**config.mk**
```make
export PLATFORM = sky130hd
export DESIGN_NAME = heartbeat
export DESIGN_NICKNAME = d
export VERILOG_FILES = /design/src/include/sys_config.svh /design/src/heartbeat.sv
export SDC_FILE = /design/constraint.sdc
export NUM_CORES = 1
export LEC_CHECK = 0
export ABC_CLOCK_PERIOD_IN_PS = 2100
export BUFFER_PORTS_ARGS = -buffer_cell sky130_fd_sc_hd__buf_2
export CAP_MARGIN = 20
export CORE_MARGIN = 10
export CORE_UTILIZATION = 38
export CTS_CLUSTER_SIZE = 14
export DETAILED_ROUTE_END_ITERATION = 8
export SLEW_MARGIN = 20
export SYNTH_ARGS = -nofsm -noshare
export SYNTH_HDL_FRONTEND = slang
export SYNTH_SLANG_ARGS = --single-unit
```
**constraint.sdc**
```tcl
create_clock -name clk -period 2.1 [get_ports clk]
set_input_delay 0.525 -clock clk [delete_from_list [all_inputs] [get_ports clk]]
set_output_delay 0.525 -clock clk [all_outputs]
set_load 0.1 [all_outputs]
```
**src/include/sys_config.svh**
```systemverilog
`ifndef SYS_CONFIG_SVH
`define SYS_CONFIG_SVH

// Board clock after the PLL
`define SYS_CLK_HZ 40000000
// Serial line rate
`define SYS_BAUD 115200
// RAM is 2^12 words, mirrored top and bottom
`define SYS_RAM_ADDR_BITS 12
// UART data here, status at base plus one
`define SYS_UART_BASE 16'hfe08

`endif

```
**src/heartbeat.sv**
```systemverilog
`timescale 1ns/1ps

module heartbeat (
   input  logic       clk,
   input  logic       reset_b,
   input  logic [3:0] sw,
   output logic [3:0] led
);

   // Long enough to see the LEDs blink
   logic [23:0] count;

   always_ff @(posedge clk)
   begin
      if (!reset_b)
      begin
         count <= '0;
      end
      else
      begin
         count <= count + 1'b1;
      end
   end

   // led[3] is led1, with sw[3..0] as sw2_1, sw2_2, sw1_1, sw1_2
   assign led = count[23:20] | sw;

endmodule

```
Yosys cells after proc, flatten, opt, wreduce, memory -nomap -nowiden
Cells that the tools add are included.
Widths: inputs -> output; s select.
{ "word_totals": {"in_bits": 6, "wordCells": 3, "reg_bits": 24, "out_inout_bits": 4} }
{ "op_classes": {"addsub": 1, "n_bitwise": 1} }
{ "op_table": {"columns": ["op", "n"], "rows": [
  ["$add 24x1->24 const B", 1],
  ["$or 4x4->4", 1]
]} }

Longest topological paths before layout
{ "logic_depth": {"word_depth": 1, "depth_mapped": 6, "ltp_nobuf": 5} }

Worst setup path after synthesis
OpenSTA, ideal clock, no wires.
{ "synth_path": {"path_kind": "reg-to-reg", "start": "reg count[0]", "end": "reg count[20]", "path_stages_with_launch": 7, "setup_ns": 0.070, "slack_ns": 0.186, "t_arrival_ns": 1.843, "required_ns": 2.030, "period_less_slack_ns": 1.914, "n_path_buf": 1, "cell_sequence": "dfxtp_1 -> ha_1 -> nand4_1 -> or3_1 -> buf_2 -> or4_1 -> a21oi_1"} }
{ "synth_between": {"elab_chain_cells": 1} }
{ "synth_lines": {"columns": ["item", "line_no", "text"], "rows": [
  ["start: declaration", "heartbeat.sv:11", "logic [23:0] count;"],
  ["start signal: assignment", "heartbeat.sv:21", "count <= count + 1'b1;"],
  ["$add 24x1->24", "heartbeat.sv:21", null]
]} }
Every way passes these cells.
A chain may end at the register's enable or synchronous reset.

Worst setup path in the final report
{ "layout_path": {"start": "reg count[6]", "end": "reg count[21]"} }
The elaborated chain is that of the path after synthesis.

==> results.sh <==
export IMPL_slew_violations=0
export IMPL_syn_inst=125
export IMPL_row_count=19
export IMPL_ys_flop_type="dfxtp_1"
export IMPL_n_antenna_cell=0
export IMPL_synth_top_area_frac=0.440
export IMPL_ys_seq_area_frac=0.440
export IMPL_finalSetupViolCount=0
export IMPL_routabilityCongestion=0.745
export IMPL_cts_htree_levels=1
export IMPL_syn_area_mm2=0.00109
export IMPL_use_met1=0.0779
export IMPL_p_seq_frac=0.540
export IMPL_worst_setup_path_type="reg2reg"
export IMPL_nFillCells=282
export IMPL_cts_tree="built"
export IMPL_worst_slack_ps=137
export IMPL_die_w_um=73.6
export IMPL_clock_power_share=0.388
export IMPL_use_met2=0.133
export IMPL_finalCritPeriodShare=0.935
export IMPL_startpoint_type="flop"
export IMPL_drtPass1Iterations=4
export IMPL_ys_types=29
export IMPL_synth_most_common_cell="dfxtp_1"
export IMPL_clk_pin_slew_worst_paths_ps=130
export IMPL_viasPerCell=5.30
export IMPL_status="complete, no violations"
export IMPL_comb_power_share=0.072
export IMPL_ctsLongestPathBuffers=2
export IMPL_clock_sinks=24
export IMPL_p_int_uw=668
export IMPL_gr_max_usage_layer="met2"
export IMPL_place_hpwl_um=1440
export IMPL_port_buffers=9
export IMPL_core_area_mm2=0.00276
export IMPL_max_slew_margin=0.552
export IMPL_power_density_mw_per_mm2=695
export IMPL_dieHeight_um=73.6
export IMPL_hold_violations=0
export IMPL_whs_ps=454
export IMPL_largest_reg_flops=24
export IMPL_fin_setup_tns_ps=0
export IMPL_synth_commonest_cells="24 x dfxtp_1, 12 x nor2_1, 10 x a21oi_1"
export IMPL_layout_nets=145
export IMPL_synth_seq_cells=24
export IMPL_grt_pass1_vias=761
export IMPL_ant_nets=0
export IMPL_dr_total_vias=890
export IMPL_ios=10
export IMPL_swShare=0.222
export IMPL_fin_worst_skew_ps=2.78
export IMPL_yosysWarnings=0
export IMPL_postCtsHoldBufs=0
export IMPL_initial_utilization=0.396
export IMPL_synth_edf_count=0
export IMPL_grt_max_degree=23
export IMPL_gr_usage_all_layers=0.0772
export IMPL_leakagePower_uw=0.000408
export IMPL_drt_total_wl_um=1980
export IMPL_largest_register="count"
export IMPL_tightestPinTransition_ps=671
export IMPL_path_max_fanout=12
export IMPL_final_util=0.448
export IMPL_die_area_mm2=0.00541
export IMPL_syn_avg_cell_area_um2=8.73
export IMPL_top_regs="count: 24 flops"
export IMPL_ys_top_cells_by_area="dfxtp_1 44%, xnor2_1 5.6%, a21oi_1 4.6%"
export IMPL_gr_usage_met3=0.0296
export IMPL_insertion_delay_ps=320
export IMPL_period_needed_ps=1960
export IMPL_p_switching_uw=190
export IMPL_drv_cap=0
export IMPL_rsz0062_at_grt="true"
export IMPL_first_iter_violations=38
export IMPL_yosysTopAreaCell="dfxtp_1"
export IMPL_drive_gt1_frac=0.204
export IMPL_critPathCaptureType="flop"
export IMPL_post_cts_setup_buffer_count=0
export IMPL_post_place_ws_ps=107
export IMPL_cts_buffers=3
export IMPL_grt_overflow=0
export IMPL_cp_required_ps=2360
export IMPL_drt_wirelength_per_cell_um=11.8
export IMPL_syn_num_nets=132
export IMPL_drcViolationCount=0
export IMPL_fmax_ghz=0.510
export IMPL_critPathArrivalTime_ps=2220
export IMPL_r2r_slack_ps=140
export IMPL_root_buffer="clkbuf_4"
export IMPL_syn2layout_area_growth_pct=13.3
export IMPL_antenna_found_initial=0
export IMPL_hold_path_class="in2reg"
export IMPL_grt_pass1_wl_um=3240
export IMPL_ir_worst_vdd_v=0.000663
export IMPL_ys_async_sr_fraction=0
[power by group through the flow]
stage / combinational [uW] / clock (uW) / sequential [uW]
5_1_grt: 66.0 / 363 / 465
3_3_place_gp: 61.7 / 0 / 474
6_report: 61.8 / 333 / 464
2_1_floorplan: 47.2 / 0 / 475
3_5_place_dp: 62.8 / 0 / 474
4_1_cts: 63.0 / 348 / 464
[worst max-delay path, cell delays in order (launching register included)]
cell and delay [ps]:
dfxtp_1 410, nand4_2 190, or4_4 630, or4_1 520
a21oi_1 140
[path summary, 6_finish.rpt]
check | startpoint | end | cells after the start
min reg2reg | count[23] | count[23] | 2
max | count[6] | count[21] | 4
max reg2reg | count[6] | count[21] | 4
min | reset_b | count[1] | 2
[metal layers]
layer	up-vias	share of wire	wire length [um]
li1	468	-	-
met1	409	0.45	900
met2	9	0.48	961
met3	4	0.039	78
met4	0	0.021	42
met5	-	0	0
[stage by stage]
step	total power (uW)	cell area (um2)	cells
6_report	859	1240	168
5_1_grt	894	1240	168
4_1_cts	876	1230	168
3_5_place_dp	537	1180	164
3_3_place_gp	536	1180	164
2_1_floorplan	522	1090	125
[cell families (layout without fill, tap and decap cells)]
group           after synthesis  count (layout)  share of synthesized area
simple gates                 58              58                      0.307
flops                        24              24                      0.440
compound gates               20              20                      0.101
xor+xnor                     11              11                     0.0883
buf+inv                      10              22                     0.0424
fa+ha+maj                     1               1                     0.0115
mux                           1               1                    0.00917
[what timing repair did]
item                                    in CTS  in global routing
hold endpoints to repair                     0                  0
endpoints found under the setup margin       0                  3
gates resized for setup                      0                  2
[final cells by class]
type	count	area [um2]	area share
flip-flops and latches	24	482	0.390
inverters	5	18.8	0.0152
clock buffers	3	22.5	0.0182
well taps	31	38.8	0.0314
multi-input cells	91	569	0.461
clock inverters	1	30.0	0.0243
repair buffers	13	75.1	0.0607
[cells in the final DEF (no fill, tap or decap), types with 2 or more instances in the layout]
cell,n
nand4_1,5
dfxtp_1,23
nand3_1,5
nor3_1,3
buf_2,9
a21oi_1,10
nand2_1,8
o31ai_1,4
or4_1,4
xnor2_1,7
xor2_1,4
clkbuf_4,3
o21ai_0,6
nor4_1,2
buf_4,4
or3_1,6
or2_2,4
nor2_1,12
inv_1,5
Note: power is estimated with default switching activity, not from simulation.
