### config.mk
export PLATFORM = sky130hd
export DESIGN_NAME = addr_decode
export DESIGN_NICKNAME = d
export VERILOG_FILES = /design/src/sys_pkg.sv /design/src/addr_decode.sv
export VERILOG_INCLUDE_DIRS = /design/src /design/src/include
export SDC_FILE = /design/constraint.sdc
export NUM_CORES = 1
export LEC_CHECK = 0
export BUFFER_PORTS_ARGS = -buffer_cell sky130_fd_sc_hd__buf_2
export CAP_MARGIN = 5
export CORE_AREA = 2 2 39 41
export DETAILED_ROUTE_END_ITERATION = 6
export DIE_AREA = 0 0 41 43
export GPL_ROUTABILITY_DRIVEN = 0
export PLACE_DENSITY_LB_ADDON = 0.1
export SLEW_MARGIN = 10
export SYNTH_ARGS = -nofsm -noshare
export SYNTH_HDL_FRONTEND = slang
export SYNTH_SLANG_ARGS = --single-unit
### constraint.sdc
create_clock -name vclk -period 4.25
set_input_delay 1.0625 -clock vclk [all_inputs]
set_output_delay 1.0625 -clock vclk [all_outputs]
set_load 0.005 [all_outputs]
### src/include/sys_config.svh
`ifndef SYS_CONFIG_SVH
`define SYS_CONFIG_SVH

// Board clock after the PLL
`define SYS_CLK_HZ 40000000
// Serial line rate
`define SYS_BAUD 115200
// RAM is 2^12 words, mirrored top and bottom
`define SYS_RAM_ADDR_BITS 12
// UART data here, status at base plus one
`define SYS_UART_BASE 16'hfe08

`endif

### src/sys_pkg.sv
// Types shared by the bus side of the system
package sys_pkg;

   // Word address driven by the bus master
   typedef logic [15:0] addr_t;

   // Data word on both the read and write buses
   typedef logic [15:0] word_t;

endpackage

### src/addr_decode.sv
`timescale 1ns/1ps
`include "sys_config.svh"

module addr_decode
   import sys_pkg::*;
#(
   parameter int RAM_ADDR_BITS = `SYS_RAM_ADDR_BITS
) (
   input  addr_t address,
   input  word_t ram_dout,
   input  word_t uart_dout,
   output logic  ram_cs,
   output logic  uart_cs,
   output word_t dout
);

   localparam addr_t UART_BASE = `SYS_UART_BASE;

   // Address bits above the RAM
   logic [15-RAM_ADDR_BITS:0] upper;

   assign upper = address[15:RAM_ADDR_BITS];

   // Two registers, so ignore bit 0
   assign uart_cs = ({address[15:1], 1'b0} == UART_BASE);

   // RAM mirrored at bottom and top of memory, UART wins
   assign ram_cs = !uart_cs && ((upper == '0) || (&upper));

   // Read mux, unmapped reads float high
   assign dout = uart_cs ? uart_dout : (ram_cs ? ram_dout : 16'hffff);

endmodule

==> Word-level counts from Yosys, hierarchy flattened <==
Cells that the tools add are included.
{ "op_classes": {"eq_ne": 1, "n_reduce_logical": 5, "n_div": 0, "n_shift": 0, "n_mul": 0, "mux": 2, "add_sub_neg": 0, "magnitude_cmp": 0, "n_bitwise": 0} }
{ "ops": {"columns": ["op", "n"], "rows": [
  ["$mux W16", 2],
  ["$eq A15 B15 Y1 const B", 1],
  ["$logic_not A4 Y1", 1],
  ["$reduce_and A4 Y1", 1],
  ["$logic_and A1 B1 Y1", 1],
  ["$logic_not A1 Y1", 1],
  ["$logic_or A1 B1 Y1", 1]
]} }
{ "word_totals": {"mem_count": 0, "ramBits": 0, "regBits": 0, "romBits": 0, "elab_cells": 8, "in_bits": 48, "output_inout_bits": 18, "latchBits": 0} }

==> Logic depth before layout (Yosys ltp) <==
Gate-level depths: netlist (run 1).
{ "logic_depth": {"ltp_word": 5, "depth_mapped": 5} }

==> Worst setup path after synthesis (run 1) <==
No wires, ideal clock.
{ "synth_timing": {"path_type": "input port to output port", "from": "input port address[1]", "to": "output port dout[0]", "setup_slack_ns": 0.630, "arrival_ns": 2.557, "n_path_buf": 2, "cell_stages": 5, "required_ns": 3.188, "path_cell_list": "or4_1 > or4_1 > buf_6 > buf_12 > mux2i_1"} }
{ "synth_via": {"elab_chain_cells": 5} }
{ "synth_lines": {"columns": ["item", "line_no", "source"], "rows": [
  ["from (decl)", "addr_decode.sv:9", "input addr_t address,"],
  ["$eq A15 B15 Y1 *", "addr_decode.sv:25", "assign uart_cs = ({address[15:1], 1'b0} == UART_BASE);"],
  ["$logic_not A1 Y1", "addr_decode.sv:28", "assign ram_cs = !uart_cs && ((upper == '0) || (&upper));"],
  ["$logic_and A1 B1 Y1", "addr_decode.sv:28", null],
  ["$mux W16", "addr_decode.sv:31", "assign dout = uart_cs ? uart_dout : (ram_cs ? ram_dout : 16'hffff);"],
  ["$mux W16 *", "addr_decode.sv:31", null],
  ["to (decl)", "addr_decode.sv:14", "output word_t dout"]
]} }
Mark *: on every way between the ends. The rest lies on a longest branch, timed or not.

==> Worst setup path in the final report (run 1) <==
{ "layout_timing": {"from": "input port address[1]", "to": "output port dout[8]"} }
Same word-level chain as after synthesis.

==> impl_metrics.toml, run 1 <==
[run_status]
status = "finished, final reports clean"

[yosys]
yosysMostFrequentCell = "inv_1"
synth_area_leaders = "mux2i_1, a21oi_1, inv_1"
synth_top_area_share_pct = 39.88
synth_commonest_cells = "inv_1, a21oi_1, mux2i_1"
synth_area_um2 = 401.6
synth_top_cell_by_area = "mux2i_1"
yosysSeqAreaShare_pct = 0
synth.avg_cell_area_um2 = 6.584
synthCells = 61
syn-num-nets = 109
synthDistinctLibCells = 11
yosys_warnings = 0

[worst_setup_path]
worst-path-buf-inv = 3
max_stage_delay_ns = 0.56
path_cells = "buf_2 > or4_1 > or4_1 > buf_4 > mux2i_1 > buf_2"
cp-end-kind = "primary output"
required_ns = 3.19
worst-endpoint-arrival_ns = 2.71
setup.worst_path.class = "in2out"
crit_slowest_cell = "or4_1"
critPathMaxFanout = 10
cpLargestDelayFamily = "simple AND/OR/NAND/NOR gates"
critPathLaunchType = "primary input"

[placement]
place_ws_ns = 0.4730
numPlacedInstances = 140
dp.final_hpwl_um = 1035
io_buffers = 65
placed_area_um2 = 726.9

[drt]
vias = 617
dr.pass1.iters = 1
drt_iter0_drc = 0
avgViaCountPerCell = 4.407
routed_wl_um = 1260
detail_route.drc_violations = 0
wl_per_cell_um = 9.000
detail-route-antenna-nets = 0

[finish]
multi_input_area_um2 = 295.3
fin_cells = 140
final_core_util_pct = 52.53
diodes = 0
seqCellArea_um2 = 0
fillers = 152
nClkBuffers = 0
design.seq.count = 0
num-nets-final = 174
drive_gt1_share_pct = 54.84
area_growth_syn_to_layout_pct = 81.00
final_area_um2 = 726.9

[timing]
min_period_ns = 3.768
fin_tns_setup_ns = 0
slew_headroom_pct = 65.06
final.period_utilization_pct = 88.66
rsz0062_at_grt = "false"
worst_slew_pin_slew_ns = 0.5242
finalMaxSlewViolations = 0
setup_viol = 0
fmax_mhz = 265.4
setup_ws_ns = 0.4821
hold_viol = 0

[floorplanning]
start_util_pct = 29.02
core_area_mm2 = 0.001384
placementRows = 14
dieHeight_um = 43
ios = 66
die_w_um = 41
dieArea_mm2 = 0.001763

[clock_network]
cts_setup_buffers = 0
hold_buffers = 0
post_cts_resized = 0

[flow_run]
drv_cap = 0

[worst_hold_path]
holdPathEnd = "dout[5]"
hold_depth = 4
hold_path_class = "in2out"
hold_path.startpoint = "uart_dout[5]"

[global_routing]
gr-total-overflow = 0
grt_pass1_vias = 487
grt_use_total_pct = 12.89
antenna_found_initial = 0
grt_pass1_wl_um = 1759
grt_max_degree = 18

[power_and_ir_drop]
peakVddDrop_mv = 0.02583
powerDensity_mw_per_mm2 = 51.90
leakagePower_nw = 0.5325
routing by layer:
metal	share of wire, %	up-vias	wire (um)	global-route usage [%]
met5	0	-	0	0
met4	0	0	0	0
met3	12	0	157	0.5236
met2	48	41	602	25.31
met1	40	245	500	14.87
li1	-	331	-	-
cell usage in the layout (no fill, tap or decap):
master    synthesis  layout
buf_2             0      65
nand3b_1          1       1
buf_4             0       3
mux2i_1          16      16
a21boi_0          1       1
a21oi_1          16      16
or4bb_1           1       1
nand4_1           1       1
inv_1            17      17
or4_1             3       3
report_power, final:
group / leakage [nW] / switching (W) / internal, W / total (W)
Sequential: 0 / 0 / 0 / 0
Clock: 0 / 0 / 0 / 0
Combinational: 0.532 / 0.0000139 / 0.0000238 / 0.0000377
Total: 0.532 / 0.0000139 / 0.0000238 / 0.0000377
cell families (layout without fill, tap and decap cells):
| kind of cell | after synthesis | in the layout | share of synthesized area (%) |
|---|---|---|---|
| AOI/OAI and AO/OA | 17 | 17 | 21.81 |
| muxes | 16 | 16 | 39.87 |
| buffers and inverters | 22 | 85 | 26.48 |
| and+or+nand+nor | 6 | 6 | 11.84 |
final cells by class:
type / instances / area share (%)
well taps: 16 / 2.754
repair buffers: 68 / 47.85
multi-input cells: 39 / 40.62
inverters: 17 / 8.778
stage by stage:
stage | hold slack (ns) | total power (W)
finish | 2.422 | 0.00003773
global route | 2.440 | 0.00004319
CTS | 2.426 | 0.00003832
detailed placement | 2.424 | 0.00003812
global placement | 2.423 | 0.00003747
floorplan | 2.218 | 0.00001204
how the worst max path moves through the flow:
stage / to / depth (start not counted) / startpoint / slack [ns]
after global placement: dout[7] / 6 / address[1] / 0.47
after detailed placement: ram_cs / 6 / address[1] / 0.47
after CTS: ram_cs / 6 / address[1] / 0.47
after floorplan: dout[0] / 5 / address[1] / 0.63
after global routing: dout[13] / 6 / address[1] / 0.36
final: dout[8] / 6 / address[1] / 0.48
Note: power is estimated with default switching activity, not from simulation.
==> run 2, diff against run 1 <==
--- a/config.mk
+++ b/config.mk
@@ -8,9 +8,8 @@
 export LEC_CHECK = 0
 export BUFFER_PORTS_ARGS = -buffer_cell sky130_fd_sc_hd__buf_2
 export CAP_MARGIN = 5
-export CORE_AREA = 2 2 39 41
+export CORE_UTILIZATION = 30
 export DETAILED_ROUTE_END_ITERATION = 6
-export DIE_AREA = 0 0 41 43
 export GPL_ROUTABILITY_DRIVEN = 0
 export PLACE_DENSITY_LB_ADDON = 0.1
 export SLEW_MARGIN = 10
==> constraint.sdc (replaced) <==
create_clock -name vclk -period 4.05
set_input_delay 1.0125 -clock vclk [all_inputs]
set_output_delay 1.0125 -clock vclk [all_outputs]
set_load 0.005 [all_outputs]
==> run 2 against run 1 <==
Die area is 16% lower. Non-clock buffer count is 1 lower. Total power is 4.9% higher. Flip-flop and latch count stayed put. Combinational power is 5% higher. Count of clock-buffer cells in the layout stayed put. First-iteration DRC count is 3 higher. Via count is 0.65% lower. Worst setup slack worse by 0.10 ns.
==> impl_metrics.toml, run 2 (synthesized netlist as in run 1, its figures left out) <==
[drt]
dr.pass1.iters = 2
avgViaCountPerCell = 4.474
wl_per_cell_um = 8.715
detail_route.drc_violations = 0
drt_iter0_drc = 3
routed_wl_um = 1194
detail-route-antenna-nets = 0
vias = 613

[global_routing]
grt_use_total_pct = 15.10
grt_pass1_vias = 491
grt_max_degree = 19
antenna_found_initial = 0
grt_pass1_wl_um = 1738
gr-total-overflow = 0

[finish]
final_common_cell = "buf_2"
diodes = 0
drive_gt1_share_pct = 54.47
final_cell_mix = "buf_2, inv_1, a21oi_1, mux2i_1, or4_1"
final_area_um2 = 716.9
num-nets-final = 173
area_growth_syn_to_layout_pct = 78.50
nClkBuffers = 0
design.seq.count = 0
final_core_util_pct = 61.22
seqCellArea_um2 = 0

[power_and_ir_drop]
leakagePower_nw = 0.5283
swShare_pct = 36.98
p_comb_share_pct = 100.0
powerDensity_mw_per_mm2 = 55.21
p_int_w = 0.00002495
p_seq_share_pct = 0
peakVddDrop_mv = 0.02942
p_clk_share_pct = 0
switchingPower_w = 0.00001464
power_w = 0.00003959

[worst_setup_path]
required_ns = 3.04
critPathLaunchType = "primary input"
setup.worst_path.class = "in2out"
crit_slowest_cell = "or4_1"
worst-endpoint-arrival_ns = 2.66
cp-end-kind = "primary output"
max_stage_delay_ns = 0.52
critPathMaxFanout = 18
cp-startpoint = "address[1]"
critPathCapture = "dout[4]"
path_cells = "buf_2 > or4_1 > or4_1 > buf_4 > mux2i_1 > buf_2"

[timing]
finalMaxSlewViolations = 0
fin_tns_setup_ns = 0
setup_ws_ns = 0.3819
slew_headroom_pct = 65.16
final.period_utilization_pct = 90.57
setup_viol = 0
rsz0062_at_grt = "false"
fmax_mhz = 272.6
min_period_ns = 3.668
worst_slew_pin_slew_ns = 0.5227
hold_viol = 0

[placement]
dp.final_hpwl_um = 962.5
place_ws_ns = 0.3806
placed_area_um2 = 716.9
io_buffers = 65

[flow_run]
drv_cap = 0

[floorplanning]
placementRows = 12
core_area_mm2 = 0.001171
start_util_pct = 34.29
ios = 66
dieArea_mm2 = 0.001489
die_w_um = 38.59
dieHeight_um = 38.59

[clock_network]
cts_setup_buffers = 0
post_cts_resized = 0
hold_buffers = 0

[worst_hold_path]
hold_path.startpoint = "uart_dout[1]"
hold_path_class = "in2out"

[run_status]
status = "finished, final reports clean"
-- run 2: cell types whose count changed in the layout (fill, tap and decap cells not counted), sizes merged --
cell / before / now
buf: 68 / 67
-- run 2: power by group through the flow --
stage                     Clock (W)  Combinational (W)  Sequential (W)
final                             0          0.0000396               0
after global routing              0          0.0000449               0
after global placement            0          0.0000390               0
after floorplan                   0          0.0000126               0
after detailed placement          0          0.0000399               0
after CTS                         0          0.0000401               0
-- run 2: worst max-delay path, delay by kind of cell --
kind                   cells  cell delay (ns)
buffers and inverters      3             0.46
muxes                      1             0.17
and+or+nand+nor            2             1.01
-- run 2: cell type report --
class	instances	area, um^2
inverters	17	63.81
fillers	104	454.2
well taps	14	17.52
repair buffers	67	340.3
multi-input cells	39	295.3
-- run 2: per-stage QoR --
step,hold slack (ns),std cells
floorplan,2.118,61
global placement,2.320,137
detailed placement,2.325,137
CTS,2.325,137
global route,2.336,137
finish,2.323,137
-- run 2: how the worst min path moves through the flow --
| stage | end | cells after the start | slack [ns] |
|---|---|---|---|
| floorplan | dout[0] | 2 | 2.12 |
| global placement | dout[3] | 4 | 2.32 |
| detailed placement | dout[11] | 4 | 2.32 |
| CTS | dout[1] | 4 | 2.33 |
| global route | dout[10] | 4 | 2.34 |
| finish | dout[1] | 4 | 2.32 |
-- run 2: per-layer routing --
metal | track usage, % | vias up | wire (um)
li1 | - | 331 | -
met1 | 17.12 | 246 | 502
met2 | 31.25 | 36 | 579
met3 | 0 | 0 | 112
met4 | 1.724 | 0 | 0
met5 | 0 | - | 0
