**src/include/sys_config.svh**
```systemverilog
`ifndef SYS_CONFIG_SVH
`define SYS_CONFIG_SVH

// Board clock after the PLL
`define SYS_CLK_HZ 40000000
// Serial line rate
`define SYS_BAUD 115200
// RAM is 2^12 words, mirrored top and bottom
`define SYS_RAM_ADDR_BITS 12
// UART data here, status at base plus one
`define SYS_UART_BASE 16'hfe08

`endif

```
**src/sys_pkg.sv**
```systemverilog
// Types shared by the bus side of the system
package sys_pkg;

   // Word address driven by the bus master
   typedef logic [15:0] addr_t;

   // Data word on both the read and write buses
   typedef logic [15:0] word_t;

endpackage

```
**src/uart_pkg.sv**
```systemverilog
// Types for the serial transmitter and receiver
package uart_pkg;

   // One serial character, sent LSB first
   typedef logic [7:0] uart_byte_t;

   typedef enum logic [1:0] {
      TX_IDLE,
      TX_START,
      TX_DATA,
      TX_STOP
   } tx_state_e;

   typedef enum logic [1:0] {
      RX_IDLE,
      RX_START,
      RX_DATA,
      RX_STOP
   } rx_state_e;

endpackage

```
**src/uart_regs.sv**
```systemverilog
`timescale 1ns/1ps
`include "sys_config.svh"

module uart_regs
   import sys_pkg::*;
   import uart_pkg::*;
#(
   parameter int CLK_HZ = `SYS_CLK_HZ,
   parameter int BAUD   = `SYS_BAUD
) (
   input  logic  clk,
   input  logic  reset_b,
   input  word_t din,
   input  logic  a0,
   input  logic  rnw,
   input  logic  cs,
   input  logic  rxd,
   output word_t dout,
   output logic  txd
);

   uart_byte_t tx_data;
   uart_byte_t rx_data;
   uart_byte_t rx_byte;
   logic       tx_start;
   logic       tx_busy;
   logic       rx_valid;
   logic       rx_full;
   logic       data_wr;
   logic       data_rd;

   // a0 low is data, high is status
   assign data_wr = cs && !rnw && !a0;
   assign data_rd = cs && rnw && !a0;

   // Writes while busy are dropped
   assign tx_start = data_wr && !tx_busy;
   assign tx_data = din[7:0];

   always_ff @(posedge clk)
   begin
      if (!reset_b)
      begin
         rx_full <= 1'b0;
      end
      else if (rx_valid)
      begin
         // New byte wins over a read in the same cycle
         rx_full <= 1'b1;
      end
      else if (data_rd)
      begin
         rx_full <= 1'b0;
      end
   end

   // Overwritten if the last byte was never read
   always_ff @(posedge clk)
   begin
      if (rx_valid)
      begin
         rx_byte <= rx_data;
      end
   end

   assign dout = a0 ? {14'b0, tx_busy, rx_full} : {8'b0, rx_byte};

   uart_tx #(
      .CLK_HZ (CLK_HZ),
      .BAUD   (BAUD)
   ) i_uart_tx (
      .clk      (clk),
      .reset_b  (reset_b),
      .tx_start (tx_start),
      .tx_data  (tx_data),
      .tx_busy  (tx_busy),
      .txd      (txd)
   );

   uart_rx #(
      .CLK_HZ (CLK_HZ),
      .BAUD   (BAUD)
   ) i_uart_rx (
      .clk      (clk),
      .reset_b  (reset_b),
      .rxd      (rxd),
      .rx_valid (rx_valid),
      .rx_data  (rx_data)
   );

   // Transmitter goes busy the cycle after a start
   assert property (@(posedge clk) disable iff (!reset_b)
      tx_start |=> tx_busy);

endmodule

```
**src/uart_rx.sv**
```systemverilog
`timescale 1ns/1ps
`include "sys_config.svh"

module uart_rx
   import uart_pkg::*;
#(
   parameter int CLK_HZ = `SYS_CLK_HZ,
   parameter int BAUD   = `SYS_BAUD
) (
   input  logic       clk,
   input  logic       reset_b,
   input  logic       rxd,
   output logic       rx_valid,
   output uart_byte_t rx_data
);

   localparam int BIT_CLKS = CLK_HZ / BAUD;
   localparam int HALF_CLKS = BIT_CLKS / 2;
   localparam int CW = $clog2(BIT_CLKS);

   rx_state_e     state;
   logic [2:0]    rxd_pipe;
   logic          rxd_sync;
   logic          start_edge;
   logic [CW-1:0] bit_cnt;
   logic [2:0]    bit_idx;
   logic          half_done;
   logic          bit_done;
   uart_byte_t    shift;

   // Two flops to synchronise, third for edge detect
   assign rxd_sync = rxd_pipe[1];
   assign start_edge = rxd_pipe[2] && !rxd_pipe[1];
   assign half_done = (bit_cnt == CW'(HALF_CLKS - 1));
   assign bit_done = (bit_cnt == CW'(BIT_CLKS - 1));

   always_ff @(posedge clk)
   begin
      if (!reset_b)
      begin
         rxd_pipe <= 3'b111;
         state    <= RX_IDLE;
         bit_cnt  <= '0;
         bit_idx  <= '0;
         rx_valid <= 1'b0;
      end
      else
      begin
         rxd_pipe <= {rxd_pipe[1:0], rxd};
         rx_valid <= 1'b0;
         // Restart count at mid start bit, then full periods
         if (state == RX_IDLE || (state == RX_START && half_done) || bit_done)
         begin
            bit_cnt <= '0;
         end
         else
         begin
            bit_cnt <= bit_cnt + 1'b1;
         end
         case (state)
            RX_IDLE:
               if (start_edge)
               begin
                  state <= RX_START;
               end
            RX_START:
               // Glitch shorter than half a bit goes back to idle
               if (half_done)
               begin
                  state <= rxd_sync ? RX_IDLE : RX_DATA;
               end
            RX_DATA:
               if (bit_done)
               begin
                  bit_idx <= bit_idx + 1'b1;
                  if (bit_idx == 3'd7)
                  begin
                     state <= RX_STOP;
                  end
               end
            RX_STOP:
               if (bit_done)
               begin
                  // Framing error drops the byte
                  rx_valid <= rxd_sync;
                  state    <= RX_IDLE;
               end
            default:
               state <= RX_IDLE;
         endcase
      end
   end

   // Data bits enter at the top, LSB ends in bit 0
   always_ff @(posedge clk)
   begin
      if (state == RX_DATA && bit_done)
      begin
         shift <= {rxd_sync, shift[7:1]};
      end
      if (state == RX_STOP && bit_done && rxd_sync)
      begin
         rx_data <= shift;
      end
   end

endmodule

```
**src/uart_tx.sv**
```systemverilog
`timescale 1ns/1ps
`include "sys_config.svh"

module uart_tx
   import uart_pkg::*;
#(
   parameter int CLK_HZ = `SYS_CLK_HZ,
   parameter int BAUD   = `SYS_BAUD
) (
   input  logic       clk,
   input  logic       reset_b,
   input  logic       tx_start,
   input  uart_byte_t tx_data,
   output logic       tx_busy,
   output logic       txd
);

   localparam int BIT_CLKS = CLK_HZ / BAUD;
   localparam int CW = $clog2(BIT_CLKS);

   tx_state_e     state;
   logic [CW-1:0] bit_cnt;
   logic [2:0]    bit_idx;
   logic          bit_done;
   uart_byte_t    shift;

   // Last clock of the current bit period
   assign bit_done = (bit_cnt == CW'(BIT_CLKS - 1));
   assign tx_busy = (state != TX_IDLE);

   always_ff @(posedge clk)
   begin
      if (!reset_b)
      begin
         state   <= TX_IDLE;
         bit_cnt <= '0;
         bit_idx <= '0;
         txd     <= 1'b1;
      end
      else
      begin
         // Counter held at zero between frames
         bit_cnt <= (state == TX_IDLE || bit_done) ? '0 : bit_cnt + 1'b1;
         case (state)
            TX_IDLE:
               if (tx_start)
               begin
                  state <= TX_START;
                  txd   <= 1'b0;
               end
            TX_START:
               if (bit_done)
               begin
                  state <= TX_DATA;
                  txd   <= shift[0];
               end
            TX_DATA:
               if (bit_done)
               begin
                  bit_idx <= bit_idx + 1'b1;
                  if (bit_idx == 3'd7)
                  begin
                     state <= TX_STOP;
                     txd   <= 1'b1;
                  end
                  else
                  begin
                     // shift moves at this edge too
                     txd <= shift[1];
                  end
               end
            TX_STOP:
               if (bit_done)
               begin
                  state <= TX_IDLE;
               end
            default:
               state <= TX_IDLE;
         endcase
      end
   end

   // Payload shifter, LSB goes first
   always_ff @(posedge clk)
   begin
      if (state == TX_IDLE && tx_start)
      begin
         shift <= tx_data;
      end
      else if (state == TX_DATA && bit_done)
      begin
         shift <= shift >> 1;
      end
   end

   // Line held at mark while no frame is going out
   assert property (@(posedge clk) disable iff (!reset_b) (state == TX_IDLE) |-> txd);

endmodule

```
**config.mk**
```make
export PLATFORM = sky130hd
export DESIGN_NAME = uart_regs
export DESIGN_NICKNAME = d
export VERILOG_FILES = /design/src/sys_pkg.sv /design/src/uart_pkg.sv /design/src/uart_regs.sv /design/src/uart_rx.sv /design/src/uart_tx.sv
export VERILOG_INCLUDE_DIRS = /design/src /design/src/include
export SDC_FILE = /design/constraint.sdc
export NUM_CORES = 1
export LEC_CHECK = 0
export BUFFER_PORTS_ARGS = -buffer_cell sky130_fd_sc_hd__buf_2
export CAP_MARGIN = 20
export CORE_MARGIN = 2
export CORE_UTILIZATION = 45
export DETAILED_ROUTE_END_ITERATION = 6
export SKIP_LAST_GASP = 1
export SYNTH_ARGS = -nofsm -noshare
export SYNTH_HDL_FRONTEND = slang
export SYNTH_SLANG_ARGS = --single-unit
```
**constraint.sdc**
```tcl
create_clock -name clk -period 3.7 [get_ports clk]
set_clock_uncertainty 0.15 [all_clocks]
set_input_delay 0.74 -clock clk [delete_from_list [all_inputs] [get_ports clk]]
set_output_delay 0.74 -clock clk [all_outputs]
set_load 0.02 [all_outputs]
```
Word level (Yosys, flattened, before mapping)

Index checks and enable logic that the tools add are counted.

Flip-flop bits (word level): 66
Word-level logic and storage cells: 96
Input port bits: 22
Output and inout port bits: 17

$add $sub $neg: 4
Reductions and logical operators: 33
Muxes and demuxes: 23
Eq/ne operators: 21
Bitwise logic cells: 1

Operators by type and width:

| cell                                                                    | number |
|---|---|
| 8-bit 2-to-1 mux                                                        | 3 |
| 2-bit 2-to-1 mux                                                        | 11 |
| 2-bit by 1-bit inequality test with 1-bit output, second input constant | 10 |
| 9-bit by 1-bit adder with 9-bit output, second input constant           | 2 |
| 9-bit equality test, second input constant                              | 2 |
| 2-bit one-hot mux with 4 select lines                                   | 2 |
| 1-bit logical AND                                                       | 12 |
| 5-bit AND reduction                                                     | 2 |
| 9-bit by 8-bit equality test with 1-bit output, second input constant   | 1 |
| 2-bit equality test, second input constant                              | 4 |
| 3-bit by 1-bit adder with 3-bit output, second input constant           | 2 |
| 3-bit equality test, second input constant                              | 2 |
| 1-bit 2-to-1 mux                                                        | 6 |
| 2-bit nonzero test                                                      | 3 |
| 2-bit by 1-bit equality test with 1-bit output, second input constant   | 2 |
| 1-bit zero test                                                         | 4 |
| 2-bit zero test                                                         | 2 |
| 2-bit AND reduction                                                     | 2 |
| 4-bit AND reduction                                                     | 1 |
| 2-bit OR reduction                                                      | 2 |
| 1-bit logical OR                                                        | 3 |
| 1-bit one-hot mux with 3 select lines                                   | 1 |
| 3-bit AND reduction                                                     | 1 |
| 3-bit nonzero test                                                      | 1 |
| 1-bit NOT                                                               | 1 |

Logic depth before layout (Yosys ltp)

Depth in word-level cells: 6
Mapped depth: 7
Gate-level depth less buffers: 6

Hierarchy

From an unflattened synthesis, not the netlist that was laid out.

Cells, all modules: 237
Area total of the unflattened synthesis: 2900.3 µm²

Modules (own cells, without submodules):

| module    | area each (µm²) | seq. area each (µm²) | times used | cells an instance |
|---|---|---|---|---|
| uart_rx   | 1358.8          | 840.8                | 1          | 104 |
| uart_tx   | 1103.6          | 540.5                | 1          | 102 |
| uart_regs | 437.9           | 260.2                | 1          | 31 |

Worst setup path before layout

OpenSTA, ideal clock, no wires.

Path type: input to register
From: in a0
To: reg i_uart_tx.shift[0] (enable)
Required time: 3.166 ns
Data arrival time: 1.898 ns
Path buffers: 1
Setup time: 0.384 ns
Cell stages on the path: 3
Setup slack: 1.268 ns
Path through: buf_6 > or3b_4 > o21ai_0

Word-level cells in the longest chain between the ends: 5

Ends and longest elaborated chain:

| element                             | RTL line        | text |
|---|---|---|
| from (decl)                         | uart_regs.sv:14 | `input logic a0,` |
| 1-bit zero test                     | uart_regs.sv:33 | `assign data_wr = cs && !rnw && !a0;` |
| 1-bit logical AND                   | uart_regs.sv:33 |  |
| 1-bit logical AND                   | uart_regs.sv:37 | `assign tx_start = data_wr && !tx_busy;` |
| 1-bit logical AND                   | uart_tx.sv:86   | `if (state == TX_IDLE && tx_start)` |
| 2-bit nonzero test (no source line) | n/a             |  |
| to (signal assigned)                | uart_tx.sv:88   | `shift <= tx_data;` |
| to (signal assigned)                | uart_tx.sv:92   | `shift <= shift >> 1;` |
| to (decl)                           | uart_tx.sv:25   | `uart_byte_t shift;` |

Every way passes these cells.
A chain may end at the register's enable or synchronous reset.

Worst setup path in the final report

From: reg i_uart_tx.state[0]
To: out dout[1]

Word-level cells in the longest chain between the ends: 2

Ends and longest elaborated chain:

| element                | RTL line        | text |
|---|---|---|
| from (decl)            | uart_tx.sv:21   | `tx_state_e state;` |
| from (signal assigned) | uart_tx.sv:35   | `state <= TX_IDLE;` |
| from (signal assigned) | uart_tx.sv:48   | `state <= TX_START;` |
| from (signal assigned) | uart_tx.sv:54   | `state <= TX_DATA;` |
| 2-bit nonzero test     | uart_tx.sv:29   | `assign tx_busy = (state != TX_IDLE);` |
| 8-bit 2-to-1 mux       | uart_regs.sv:66 | `assign dout = a0 ? {14'b0, tx_busy, rx_full} : {8'b0, rx_byte};` |
| to (decl)              | uart_regs.sv:18 | `output word_t dout,` |

Every way passes these cells.

==> flow_summary.html <==
<table>
<tr><th>Metric</th><th>Value</th></tr>
<tr><th colspan="2">Clock network</th></tr>
<tr><td>Num CTS Buffers</td><td>9</td></tr>
<tr><td>Resized cells post-CTS</td><td>0</td></tr>
<tr><td>Clock sinks</td><td>66</td></tr>
<tr><td>Worst-path clk slew</td><td>70 ps</td></tr>
<tr><td>Number of setup buffers added after CTS</td><td>0</td></tr>
<tr><td>Worst-skew pair later-pin latency</td><td>330 ps</td></tr>
<tr><td>CTS HTree Levels</td><td>3</td></tr>
<tr><td>Number of buffers added to fix hold violations after cts</td><td>0</td></tr>
<tr><td>Clock tree buffer depth</td><td>2</td></tr>
<tr><td>Root Buffer</td><td>sky130_fd_sc_hd__clkbuf_8</td></tr>
<tr><td>Clock tree from TritonCTS</td><td>built</td></tr>
<tr><th colspan="2">Final layout</th></tr>
<tr><td>Number of standard cells in the layout, taps in and fillers out</td><td>344</td></tr>
<tr><td>Fin area</td><td>3180 sq um</td></tr>
<tr><td>Number of antenna cells inserted</td><td>0</td></tr>
<tr><td>Multi-input gate area in the final layout</td><td>1110 sq um</td></tr>
<tr><td>Area occupied by registers</td><td>1640 sq um</td></tr>
<tr><td>Share of cells above drive strength 1</td><td>21.7%</td></tr>
<tr><td>Relative area change from synthesis to final layout</td><td>10.2%</td></tr>
<tr><td>Final Net Count</td><td>297</td></tr>
<tr><td>Number of fillers in the final layout</td><td>588</td></tr>
<tr><th colspan="2">Synth</th></tr>
<tr><td>Combined area of all synthesized cells</td><td>2880 sq um</td></tr>
<tr><td>Sequential fraction of the synthesis area</td><td>56.9%</td></tr>
<tr><td>Most common flop cell mapped by yosys</td><td>sky130_fd_sc_hd__dfxtp_1</td></tr>
<tr><td>Post-Synthesis Mean Instance Area</td><td>12.2 sq um</td></tr>
<tr><td>Most repeated cell in the gate-level netlist after synthesis</td><td>sky130_fd_sc_hd__dfxtp_1</td></tr>
<tr><td>Count of flip-flops with a built-in enable after synthesis</td><td>32</td></tr>
<tr><td>Asr flop ratio synth</td><td>0%</td></tr>
<tr><td>Number of distinct library cells after synthesis</td><td>54</td></tr>
<tr><td>Synth top cells by count</td><td>sky130_fd_sc_hd__dfxtp_1, sky130_fd_sc_hd__edfxtp_1, sky130_fd_sc_hd__nor2_1</td></tr>
<tr><td>Post-synth top area cell</td><td>sky130_fd_sc_hd__edfxtp_1</td></tr>
<tr><td>Flip-flop and latch count after synthesis</td><td>66</td></tr>
<tr><td>Top cell type's share of synthesized area</td><td>33.3%</td></tr>
<tr><td>Main area contributors after synthesis</td><td>sky130_fd_sc_hd__edfxtp_1, sky130_fd_sc_hd__dfxtp_1, sky130_fd_sc_hd__ha_1</td></tr>
<tr><td>Number of instances in the synthesized netlist</td><td>236</td></tr>
<tr><td>Synth warn</td><td>0</td></tr>
<tr><th colspan="2">Place</th></tr>
<tr><td>Port-buffer cells</td><td>22</td></tr>
<tr><td>Instance area at placement</td><td>3010 sq um</td></tr>
<tr><td>Post-Place Cells</td><td>328</td></tr>
<tr><td>Final Wtd Congestion</td><td>0.753</td></tr>
<tr><td>Half-perimeter wire length after detailed placement</td><td>2850 um</td></tr>
<tr><th colspan="2">GRT</th></tr>
<tr><td>Total track usage</td><td>13.0%</td></tr>
<tr><td>Global route total overflow</td><td>0</td></tr>
<tr><td>Initial antenna violation count</td><td>0</td></tr>
<tr><td>Largest net degree at the start of global routing</td><td>13</td></tr>
<tr><td>Via count of the first global-routing pass</td><td>1,580</td></tr>
<tr><td>Wire length of the first global-routing pass</td><td>7220 um</td></tr>
<tr><th colspan="2">Critical path</th></tr>
<tr><td>Most frequent cell on the critical path</td><td>sky130_fd_sc_hd__inv_1</td></tr>
<tr><td>Critical register-to-register path startpoint</td><td>i_uart_rx.bit_cnt[0]$_SDFF_PP0_</td></tr>
<tr><td>Largest fanout on the critical path</td><td>6</td></tr>
<tr><td>Cell with the largest stage delay on the worst path</td><td>sky130_fd_sc_hd__dfxtp_1</td></tr>
<tr><td>Worst path arrival time</td><td>1610 ps</td></tr>
<tr><td>Req. time, crit path</td><td>2810 ps</td></tr>
<tr><td>Register-to-Register Setup Slack</td><td>1650 ps</td></tr>
<tr><td>Cell type group with the largest total delay on the critical path</td><td>buffers and inverters</td></tr>
<tr><td>Kind of end point of the critical path</td><td>primary output</td></tr>
<tr><td>Number of buffer and inverter stages on the critical path</td><td>3</td></tr>
<tr><td>Slowest stage delay, CP</td><td>340 ps</td></tr>
<tr><td>Startpoint of the worst setup timing path</td><td>i_uart_tx.state[0]$_SDFFE_PN0P_</td></tr>
<tr><td>Sequence of cells on the critical path</td><td>inv_1, ha_1, inv_1, mux2_2, buf_2</td></tr>
<tr><td>Category of the worst setup path launch point</td><td>flop</td></tr>
<tr><td>Critical path class</td><td>reg2out</td></tr>
<tr><th colspan="2">Power and ir drop</th></tr>
<tr><td>Maximum ir drop on the vdd rail</td><td>0.192 mV</td></tr>
<tr><td>Power per cell area</td><td>481 nW/um^2</td></tr>
<tr><td>Static power due to leakage</td><td>1.19 nW</td></tr>
<tr><th colspan="2">Floorplanning</th></tr>
<tr><td>Height of the die</td><td>84.0 um</td></tr>
<tr><td>Die Span X</td><td>84.0 um</td></tr>
<tr><td>Cell row count</td><td>29</td></tr>
<tr><td>Total core area</td><td>6280 sq um</td></tr>
<tr><td>Starting utilization of the core area</td><td>45.9%</td></tr>
<tr><td>Floorplan die area</td><td>7060 sq um</td></tr>
<tr><td>I/O pin total</td><td>39</td></tr>
<tr><th colspan="2">Timing</th></tr>
<tr><td>Unrepaired setup endpoints after global routing</td><td>no</td></tr>
<tr><td>TNS Setup</td><td>0 ps</td></tr>
<tr><td>Worst-margin pin slew</td><td>740 ps</td></tr>
<tr><td>Relative max-transition margin</td><td>50.5%</td></tr>
<tr><td>Final-layout worst hold slack</td><td>260 ps</td></tr>
<tr><td>Number of failing hold endpoints at the final stage</td><td>0</td></tr>
<tr><td>Achievable Freq</td><td>400 MHz</td></tr>
<tr><td>Final Cycle Share</td><td>67.5%</td></tr>
<tr><td>Setup Viol. Count Final</td><td>0</td></tr>
<tr><td>Min Tclk post-route</td><td>2500 ps</td></tr>
<tr><td>Final-report max-slew violation count</td><td>0</td></tr>
<tr><th colspan="2">Worst hold path</th></tr>
<tr><td>Hold Crit Start</td><td>i_uart_rx.rxd_pipe[0]$_SDFF_PN1_</td></tr>
<tr><td>Worst Hold Class</td><td>reg2reg</td></tr>
<tr><th colspan="2">Run status</th></tr>
<tr><td>Outcome</td><td>complete, no violations</td></tr>
<tr><th colspan="2">Drt</th></tr>
<tr><td>Aggregate routed wire length</td><td>4130 um</td></tr>
<tr><td>Pre-antenna DRT Iters</td><td>4</td></tr>
<tr><td>Average wire length per cell after detail routing</td><td>12.0 um</td></tr>
<tr><td>Via count</td><td>1,659</td></tr>
<tr><td>DRC</td><td>0</td></tr>
<tr><td>Routed Antenna Nets</td><td>0</td></tr>
<tr><td>Ratio of routed vias to standard cells</td><td>4.82</td></tr>
<tr><td>Starting DRC count in detailed routing</td><td>70</td></tr>
<tr><th colspan="2">Job</th></tr>
<tr><td>Max_cap viols</td><td>0</td></tr>
</table>
[cell type report]
class / count / area share, %
tap: 77 / 3.03
sequential: 66 / 51.7
multi-input combinational: 152 / 35.1
timing repair buffer: 23 / 3.70
clock buffer: 9 / 3.90
clock inverter: 7 / 1.42
inverter: 10 / 1.18
[worst register-to-register path, delay by kind of cell, from the launching register on]
family	cells	cell delay, ps
adders and majority gates	1	200
buffers and inverters	1	100
DFF	1	350
muxes	1	260
and+or+nand+nor	3	870
[metal layers]
layer  vias up  global-route usage (%)  routed length (um)
met3         8                    3.26                 127
met1       759                    17.3                2140
met2        29                    19.0                1780
met5         -                       0                   0
met4         0                    7.92                  75
li1        863                       -                   -
[where the power goes]
group          internal (W)  total [W]  switching, W  leakage [nW]
Sequential         0.000788   0.000806     0.0000181         0.564
Combinational     0.0000895   0.000212      0.000123         0.551
Clock              0.000240   0.000510      0.000270        0.0791
Total               0.00112    0.00153      0.000411          1.19
[cell families after synthesis]
family                   count (synthesis)  share of synthesized area [%]
XOR/XNOR                                16                           4.86
adder cells (fa/ha/maj)                 13                           5.64
flip-flops                              66                           56.9
multiplexers                            12                           4.56
AO/OA/AOI/OAI                           20                           5.64
AND/OR/NAND/NOR                         83                           16.9
other                                    1                          0.130
buffers and inverters                   25                           5.34
[cells in the final DEF, fill, tap and decap left out, types with 2 or more instances in the layout]
master | synthesis | final
sky130_fd_sc_hd__and2_1 | 3 | 3
sky130_fd_sc_hd__nand2b_1 | 2 | 2
sky130_fd_sc_hd__edfxtp_1 | 32 | 32
sky130_fd_sc_hd__and2b_1 | 3 | 3
sky130_fd_sc_hd__ha_1 | 13 | 13
sky130_fd_sc_hd__xor2_1 | 8 | 8
sky130_fd_sc_hd__nor3_1 | 3 | 3
sky130_fd_sc_hd__nor2_1 | 29 | 29
sky130_fd_sc_hd__mux2_2 | 9 | 9
sky130_fd_sc_hd__clkinvlp_4 | 0 | 3
sky130_fd_sc_hd__nand3b_1 | 2 | 2
sky130_fd_sc_hd__a21oi_1 | 4 | 4
sky130_fd_sc_hd__nand3_1 | 9 | 9
sky130_fd_sc_hd__conb_1 | 1 | 8
sky130_fd_sc_hd__nand4_1 | 2 | 2
sky130_fd_sc_hd__nor2b_1 | 3 | 3
sky130_fd_sc_hd__nand2_1 | 12 | 12
sky130_fd_sc_hd__buf_2 | 1 | 22
sky130_fd_sc_hd__a311oi_1 | 2 | 2
sky130_fd_sc_hd__clkbuf_8 | 1 | 9
sky130_fd_sc_hd__xnor2_1 | 8 | 8
sky130_fd_sc_hd__mux2i_1 | 3 | 3
sky130_fd_sc_hd__dfxtp_1 | 34 | 34
sky130_fd_sc_hd__and3_1 | 2 | 2
sky130_fd_sc_hd__o21ai_0 | 2 | 2
sky130_fd_sc_hd__inv_1 | 10 | 10
sky130_fd_sc_hd__clkinv_2 | 0 | 2
[metrics by stage]
stage | power (W) | worst slack, ps | util, %
6_report | 0.00153 | 1200 | 50.6
5_1_grt | 0.00162 | 1090 | 50.6
4_1_cts | 0.00156 | 1180 | 50.6
3_5_place_dp | 0.00104 | 1240 | 47.9
3_3_place_gp | 0.00104 | 1240 | 47.9
2_1_floorplan | 0.000998 | 1270 | -
[state kept, by name, indices dropped and copies added, names as in the netlist, named ones only]
name and count:
i_uart_tx.state 2, i_uart_tx.shift 8, rx_full 1, i_uart_rx.rx_valid 1
i_uart_tx.bit_idx 3, i_uart_rx.state 1, rx_byte 8, i_uart_tx.bit_cnt 9
i_uart_rx.rxd_pipe 3, i_uart_rx.bit_idx 3, i_uart_tx.txd 1, i_uart_rx.bit_cnt 9
i_uart_rx.rx_data 8, i_uart_rx.shift 8
[final timing paths]
kind / to / depth (start not counted)
min: i_uart_rx.rxd_pipe[1]$_SDFF_PN1_ / 1
max: dout[1] / 5
max reg2reg: i_uart_rx.bit_idx[2]$_SDFFE_PN0P_ / 6
min reg2reg: i_uart_rx.rxd_pipe[1]$_SDFF_PN1_ / 1
No activity file was read; power rests on OpenSTA's default activity.
